File: config.mk
export PLATFORM = sky130hd
export DESIGN_NAME = stream_pack_top
export DESIGN_NICKNAME = d
export VERILOG_FILES = /design/src/stream_pack_pkg.sv /design/src/axis_if.sv /design/src/axis_adapter.sv /design/src/axis_dispatch.sv /design/src/axis_merge.sv /design/src/stream_pack_top.sv
export SDC_FILE = /design/constraint.sdc
export NUM_CORES = 1
export LEC_CHECK = 0
export BUFFER_PORTS_ARGS = -buffer_cell sky130_fd_sc_hd__buf_2
export CORE_MARGIN = 4
export CORE_UTILIZATION = 39
export CTS_CLUSTER_DIAMETER = 30
export DETAILED_ROUTE_END_ITERATION = 8
export PLACE_DENSITY = 0.66
export RECOVER_POWER = 25
export SLEW_MARGIN = 20
export SYNTH_ARGS = -nofsm -noshare
export SYNTH_HDL_FRONTEND = slang
export SYNTH_HIERARCHICAL = 1
export SYNTH_SLANG_ARGS = --single-unit
export TNS_END_PERCENT = 5
File: constraint.sdc
create_clock -name clk -period 6.6 [get_ports clk]
set_clock_uncertainty 0.05 [all_clocks]
set_input_delay 0.33 -clock clk [delete_from_list [all_inputs] [get_ports clk]]
set_output_delay 0.33 -clock clk [all_outputs]
set_load 0.02 [all_outputs]
File: src/stream_pack_pkg.sv
////////////////////
// stream packer shared definitions
// bus widths, lane count and the lane index type
////////////////////

package stream_pack_pkg;

    // narrow input stream, one byte per beat
    localparam int in_data_width = 8;

    // lane and output stream width
    localparam int out_data_width = 32;

    // byte lanes on the wide side
    localparam int out_keep_width = out_data_width / 8;

    // number of adapter lanes behind the dispatcher
    localparam int chan_count = 4;

    // tdest carries the lane index
    localparam int dest_width = 2;

    typedef logic [dest_width-1:0] lane_t;

endpackage

File: src/axis_if.sv
////////////////////
// AXI-Stream interface
// data, keep, last and dest with a valid/ready handshake
////////////////////

interface axis_if #(
    parameter int data_width = 8,
    parameter int keep_width = (data_width + 7) / 8
);

    logic [data_width-1:0]  tdata;
    logic [keep_width-1:0]  tkeep;
    logic                   tvalid;
    logic                   tready;
    logic                   tlast;
    stream_pack_pkg::lane_t tdest;

    // stream producer
    modport src (
        output tdata,
        output tkeep,
        output tvalid,
        output tlast,
        output tdest,
        input  tready
    );

    // stream consumer
    modport snk (
        input  tdata,
        input  tkeep,
        input  tvalid,
        input  tlast,
        input  tdest,
        output tready
    );

endinterface

File: src/axis_adapter.sv
////////////////////
// AXI-Stream upsizing width adapter
// packs narrow beats into wide words behind a one-beat skid buffer
////////////////////

module axis_adapter #(
    parameter int s_data_width = stream_pack_pkg::in_data_width,
    parameter int m_data_width = stream_pack_pkg::out_data_width
) (
    input  logic clk,
    input  logic rstn,
    axis_if.snk  s,
    axis_if.src  m
);

    localparam int s_keep_width = s_data_width / 8;
    localparam int m_keep_width = m_data_width / 8;
    // narrow beats per wide word
    localparam int seg_count    = m_data_width / s_data_width;
    localparam int seg_bits     = (seg_count > 1) ? $clog2(seg_count) : 1;

    logic [seg_bits-1:0]     seg;

    // skid buffer
    logic [s_data_width-1:0] skid_data;
    logic [s_keep_width-1:0] skid_keep;
    logic                    skid_valid;
    logic                    skid_last;
    stream_pack_pkg::lane_t  skid_dest;

    // output register
    logic [m_data_width-1:0] out_data;
    logic [m_keep_width-1:0] out_keep;
    logic                    out_valid;
    logic                    out_last;
    stream_pack_pkg::lane_t  out_dest;

    logic                    out_free;
    logic                    take;
    logic                    skid_load;
    logic                    word_done;
    logic [s_data_width-1:0] cur_data;
    logic [s_keep_width-1:0] cur_keep;
    logic                    cur_last;
    stream_pack_pkg::lane_t  cur_dest;

    assign s.tready = !skid_valid;

    assign m.tdata  = out_data;
    assign m.tkeep  = out_keep;
    assign m.tvalid = out_valid;
    assign m.tlast  = out_last;
    assign m.tdest  = out_dest;

    // output register can take a segment this cycle
    assign out_free = !out_valid || m.tready;

    // buffered byte goes first, otherwise straight from the input
    assign cur_data = skid_valid ? skid_data : s.tdata;
    assign cur_keep = skid_valid ? skid_keep : s.tkeep;
    assign cur_last = skid_valid ? skid_last : s.tlast;
    assign cur_dest = skid_valid ? skid_dest : s.tdest;

    assign take      = out_free && (skid_valid || s.tvalid);
    assign skid_load = !out_free && s.tvalid && s.tready;
    assign word_done = cur_last || (seg == seg_bits'(seg_count - 1));

    always_ff @(posedge clk) begin
        if (!rstn) begin
            seg        <= '0;
            skid_valid <= 1'b0;
            out_valid  <= 1'b0;
        end else begin
            out_valid <= out_valid && !m.tready;

            if (take) begin
                skid_valid <= 1'b0;
                if (word_done) begin
                    seg       <= '0;
                    out_valid <= 1'b1;
                end else begin
                    seg <= seg + 1'b1;
                end
            end else if (skid_load) begin
                // output stalled, park one more beat
                skid_valid <= 1'b1;
            end
        end
    end

    always_ff @(posedge clk) begin
        if (take) begin
            if (seg == '0) begin
                // new word starts, clear the upper bytes and keep bits
                out_data <= m_data_width'(cur_data);
                out_keep <= m_keep_width'(cur_keep);
            end else begin
                out_data[seg*s_data_width +: s_data_width] <= cur_data;
                out_keep[seg*s_keep_width +: s_keep_width] <= cur_keep;
            end
            out_last <= cur_last;
            out_dest <= cur_dest;
        end

        if (skid_load) begin
            skid_data <= s.tdata;
            skid_keep <= s.tkeep;
            skid_last <= s.tlast;
            skid_dest <= s.tdest;
        end
    end

endmodule

File: src/axis_dispatch.sv
////////////////////
// stream dispatcher
// steers each input packet to the lane named by tdest
////////////////////

module axis_dispatch #(
    parameter int chan_count = stream_pack_pkg::chan_count,
    parameter int data_width = stream_pack_pkg::in_data_width
) (
    input  logic                   clk,
    input  logic                   rstn,
    input  logic [data_width-1:0]  s_tdata,
    input  logic                   s_tvalid,
    output logic                   s_tready,
    input  logic                   s_tlast,
    input  stream_pack_pkg::lane_t s_tdest,
    axis_if.src                    lanes [chan_count]
);

    logic                   in_pkt;
    stream_pack_pkg::lane_t sel_reg;
    stream_pack_pkg::lane_t sel;
    logic [chan_count-1:0]  lane_ready;

    // first beat picks the lane from tdest, later beats follow the stored choice
    assign sel = in_pkt ? sel_reg : s_tdest;

    for (genvar i = 0; i < chan_count; i++) begin : g_lane
        assign lanes[i].tdata  = s_tdata;
        assign lanes[i].tkeep  = '1;
        assign lanes[i].tlast  = s_tlast;
        assign lanes[i].tdest  = sel;
        assign lanes[i].tvalid = s_tvalid && (sel == stream_pack_pkg::lane_t'(i));
        assign lane_ready[i]   = lanes[i].tready;
    end

    // ready comes back from the selected lane only
    always_comb begin
        s_tready = 1'b0;
        for (int i = 0; i < chan_count; i++) begin
            if (sel == stream_pack_pkg::lane_t'(i)) begin
                s_tready = lane_ready[i];
            end
        end
    end

    always_ff @(posedge clk) begin
        if (!rstn) begin
            in_pkt  <= 1'b0;
            sel_reg <= '0;
        end else if (s_tvalid && s_tready) begin
            // route is held from the first beat until tlast
            in_pkt  <= !s_tlast;
            sel_reg <= sel;
        end
    end

endmodule

File: src/axis_merge.sv
////////////////////
// packet merger
// round-robin arbiter that drains whole packets from the lanes
////////////////////

module axis_merge #(
    parameter int chan_count = stream_pack_pkg::chan_count,
    parameter int data_width = stream_pack_pkg::out_data_width,
    parameter int keep_width = stream_pack_pkg::out_keep_width
) (
    input  logic                   clk,
    input  logic                   rstn,
    axis_if.snk                    lanes [chan_count],
    output logic [data_width-1:0]  m_tdata,
    output logic [keep_width-1:0]  m_tkeep,
    output logic                   m_tvalid,
    input  logic                   m_tready,
    output logic                   m_tlast,
    output stream_pack_pkg::lane_t m_tdest
);

    logic [data_width-1:0]  lane_data  [chan_count];
    logic [keep_width-1:0]  lane_keep  [chan_count];
    logic                   lane_valid [chan_count];
    logic                   lane_last  [chan_count];
    stream_pack_pkg::lane_t lane_dest  [chan_count];

    logic                   locked;
    stream_pack_pkg::lane_t grant_reg;
    stream_pack_pkg::lane_t pick;
    logic                   found;
    stream_pack_pkg::lane_t grant;

    for (genvar i = 0; i < chan_count; i++) begin : g_lane
        assign lane_data[i]   = lanes[i].tdata;
        assign lane_keep[i]   = lanes[i].tkeep;
        assign lane_valid[i]  = lanes[i].tvalid;
        assign lane_last[i]   = lanes[i].tlast;
        assign lane_dest[i]   = lanes[i].tdest;
        assign lanes[i].tready = m_tready && m_tvalid
                                 && (grant == stream_pack_pkg::lane_t'(i));
    end

    // next valid lane after the last one granted
    always_comb begin
        pick  = grant_reg;
        found = 1'b0;
        for (int k = 1; k <= chan_count; k++) begin
            if (!found && lane_valid[(int'(grant_reg) + k) % chan_count]) begin
                pick  = stream_pack_pkg::lane_t'((int'(grant_reg) + k) % chan_count);
                found = 1'b1;
            end
        end
    end

    assign grant = locked ? grant_reg : pick;

    assign m_tvalid = lane_valid[grant];
    assign m_tdata  = lane_data[grant];
    assign m_tkeep  = lane_keep[grant];
    assign m_tlast  = lane_last[grant];
    // the dispatcher tags every lane with its own index
    assign m_tdest  = lane_dest[grant];

    // lock as soon as a beat is offered so the choice cannot move under a stall
    always_ff @(posedge clk) begin
        if (!rstn) begin
            locked    <= 1'b0;
            grant_reg <= stream_pack_pkg::lane_t'(chan_count - 1);
        end else if (m_tvalid) begin
            grant_reg <= grant;
            locked    <= !(m_tready && m_tlast);
        end
    end

endmodule

File: src/stream_pack_top.sv
////////////////////
// multi-channel stream packer
// dispatcher, one width adapter per lane, packet merger
////////////////////

module stream_pack_top #(
    parameter int chan_count     = stream_pack_pkg::chan_count,
    parameter int in_data_width  = stream_pack_pkg::in_data_width,
    parameter int out_data_width = stream_pack_pkg::out_data_width
) (
    input  logic                        clk,
    input  logic                        rstn,

    // narrow input stream
    input  logic [in_data_width-1:0]    s_tdata,
    input  logic                        s_tvalid,
    output logic                        s_tready,
    input  logic                        s_tlast,
    input  stream_pack_pkg::lane_t      s_tdest,

    // wide output stream
    output logic [out_data_width-1:0]   m_tdata,
    output logic [out_data_width/8-1:0] m_tkeep,
    output logic                        m_tvalid,
    input  logic                        m_tready,
    output logic                        m_tlast,
    output stream_pack_pkg::lane_t      m_tdest
);

    localparam int in_keep_width  = in_data_width / 8;
    localparam int out_keep_width = out_data_width / 8;

    // dispatcher to adapters
    axis_if #(.data_width(in_data_width), .keep_width(in_keep_width)) narrow [chan_count] ();

    // adapters to merger
    axis_if #(.data_width(out_data_width), .keep_width(out_keep_width)) wide [chan_count] ();

    axis_dispatch #(
        .chan_count (chan_count),
        .data_width (in_data_width)
    ) u_dispatch (
        .clk      (clk),
        .rstn     (rstn),
        .s_tdata  (s_tdata),
        .s_tvalid (s_tvalid),
        .s_tready (s_tready),
        .s_tlast  (s_tlast),
        .s_tdest  (s_tdest),
        .lanes    (narrow)
    );

    for (genvar i = 0; i < chan_count; i++) begin : g_lane
        axis_adapter #(
            .s_data_width (in_data_width),
            .m_data_width (out_data_width)
        ) u_adapter (
            .clk  (clk),
            .rstn (rstn),
            .s    (narrow[i]),
            .m    (wide[i])
        );
    end

    axis_merge #(
        .chan_count (chan_count),
        .data_width (out_data_width),
        .keep_width (out_keep_width)
    ) u_merge (
        .clk      (clk),
        .rstn     (rstn),
        .lanes    (wide),
        .m_tdata  (m_tdata),
        .m_tkeep  (m_tkeep),
        .m_tvalid (m_tvalid),
        .m_tready (m_tready),
        .m_tlast  (m_tlast),
        .m_tdest  (m_tdest)
    );

endmodule

==> flow_summary_export.csv <==
group,metric,value,unit
finish,utilization,46.0,%
finish,final_common_cell,"edfxtp_1",
cts,cts_buffers,46,
timing,setup_slack,2.44,ns
timing,fmax,240,MHz
grt,grt.overflow.total,0,
critical_path,crit_path_max_fanout,71,
cts,clock-sinks,226,
timing,final-hold-violation-count,0,
timing,fin_crit,4.16,ns
floorplan,die_h,183,microns
synthesis,yosysTopAreaCell,"edfxtp_1",
grt,track_usage,21.0,%
grt,grt_pass1_vias,8689,
timing,timing.hold.ws,0.120,ns
finish,mostFrequentLayoutCells,"204 x edfxtp_1, 177 x nand2_1, 122 x nor2_1",
floorplan,io_pins,56,
placement,place.gp.congestion,0.986,
floorplan,die-area,33700,sq um
routing,detail_route.first_pass.iterations,7,
power_and_ir_drop,cellPowerDensity,343,nW/um^2
critical_path,required,6.22,ns
power_and_ir_drop,power,4.73,mW
floorplan,design.core.area,30000,sq um
critical_path,arrival,3.78,ns
power_and_ir_drop,p_leak,5.17,nW
grt,grtUsageMet1,29.4,%
power_and_ir_drop,vdd_drop_max,0.218,mV
routing,totalWireLength,36200,microns
synthesis,synth_edf_count,204,
timing,worst_pin_slew,1.49,ns
synthesis,ys_seq_elements,226,
grt,gr-usage-met3,5.20,%
grt,antenna_found_initial,0,
timing,slew_viol_final,0,
routing,drcViolationCount,0,
status,outcome,"finished clean",
synthesis,synth_cells,1148,
cts,postCtsHoldBufs,0,
cts,h-tree-depth,2,
synthesis,synth_cell_types,46,
critical_path,crit_path_end_kind,"primary output",
placement,place_hpwl,25500,microns
timing,fin_crit_sh,63.1,%
finish,area_delta_synth_final,15.0,%
synthesis,synth_area,12000,sq um
grt,grt_max_degree,72,
placement,io_buffers,55,
cts,clkTransAtPathRegs,0.04,ns
placement,dp_slack,2.86,ns
cts,cts_root_buf,"clkbuf_16",
cts,cts_tree,"done",
grt,use_met2,32.3,%
floorplan,floorplan.initialDensity,40.0,%
synthesis,yosysSeqAreaShare,54.7,%
synthesis,yosysWarnings,6,
critical_path,worstSetupPathType,"reg2out",
finish,layout-drive-gt1-share,14.0,%
cts,worstSkewPairLatency,0.52,ns
synthesis,async_reset_ff_share,0,%
floorplan,placementRows,63,
cts,post_cts_resized,0,
grt,grt.busiest_layer,"met2",
timing,setup_tns,0,ns
min_path,hold_path.class,"in2reg",
synthesis,synthFlopType,"edfxtp_1",
cts,post_cts_buffers,0,
finish,layout.nets,1195,
timing,setup_viol,0,
routing,wl_per_cell,22.8,microns
synthesis,yosys.area.top_type_share,51.0,%
routing,vias,8899,
timing,rsz0062_at_grt,"false",
flow_run,maxCapViolCount,0,
routing,drtIter0Drc,956,
finish,largest_register_ffs,128,
synthesis,syn_area_per_cell,10.5,sq um
cts,cts_max_path_buffers,3,
finish,fillers,2803,
grt,grt_pass1_wl,53400,microns
routing,ant_nets,0,
timing,max_slew_margin,0.591,%
synthesis,synthTopCellsByArea,"edfxtp_1 51%, nor2b_1 5.9%, nand2_1 5.5%, a21oi_1 4.6%, mux2_2 4.2%",
critical_path,startpoint_type,"register",
routing,vias_per_cell,5.60,
floorplan,die_w,183,microns
-- synthesized netlist by cell type (2+ instances only) --
master and instances:
o211ai_1 4, and2_1 44, mux2_4 4, nand2_1 177, dfxtp_1 22, and4b_1 4
a31o_2 4, nor3b_1 4, mux2i_1 8, o41ai_2 4, inv_1 17, a21oi_1 111
mux2_2 45, nand3_1 2, a31oi_1 39, o31ai_1 2, nand2b_1 7, and3_1 45
buf_4 50, nor2_1 126, edfxtp_1 204, buf_6 5, or2_4 4, and3b_1 4
buf_2 23, nor2b_1 113, nand4b_1 4, ha_1 20, and4bb_2 4, o22ai_1 5
clkbuf_1 28
-- area by class of cell --
type	count	area, sq um	area share [%]
sequential	226	6570	47.5
antenna	2	5.00	0.0362
timing repair buffer	67	350	2.54
multi-input combinational	802	4740	34.3
tap	390	488	3.53
inverter	17	63.8	0.462
clock inverter	27	342	2.47
clock buffer	58	1260	9.10
-- worst max-delay path, cell delays in order (launching register included) --
cell	delay [ns]
dfxtp_1	0.46
and2b_1	0.23
o22ai_2	0.26
a221o_1	0.55
buf_4	0.67
nand2_1	0.11
and3_1	0.26
a31oi_1	0.43
buf_2	0.27
-- final timing paths --
path | startpoint | endpoint | slack (ns) | depth (start not counted)
worst min register to register | u_dispatch/sel_reg[1] | u_dispatch/sel_reg[1] | 0.42 | 2
worst min-delay path | s_tvalid | u_dispatch/sel_reg[1] | 0.12 | 3
worst max-delay path | u_merge/grant_reg[1] | m_tdata[5] | 2.44 | 8
worst max register to register | g_lane[1].u_adapter/m.tvalid | g_lane[2].u_adapter/m.tdata[3] | 2.87 | 9
-- metrics by stage --
| step | instances | area, sq um |
|---|---|---|
| detailed placement | 1502 | 12200 |
| floorplan | 1151 | 12000 |
| CTS | 1587 | 13800 |
| finish | 1589 | 13800 |
| global route | 1587 | 13800 |
| global placement | 1502 | 12200 |
-- power by group --
part,internal (mW),switching [mW]
registers,1.62,0.0363
logic,0.197,0.508
clock network,1.62,0.752
-- layer usage --
layer | vias up | share of wire (%)
met3 | 82 | 9.6
met1 | 4383 | 42
li1 | 4011 | -
met4 | 0 | 4.1
met5 | - | 0
met2 | 423 | 45
-- cell families after synthesis --
family,Yosys count,share of synthesized area (%)
buffers and inverters,123,5.96
AOI/OAI and AO/OA,178,9.07
other,1,0.0312
muxes,59,5.69
DFF,226,54.7
adders and majority gates,20,2.08
and+or+nand+nor,541,22.5
Note: power is estimated with default switching activity, not from simulation.
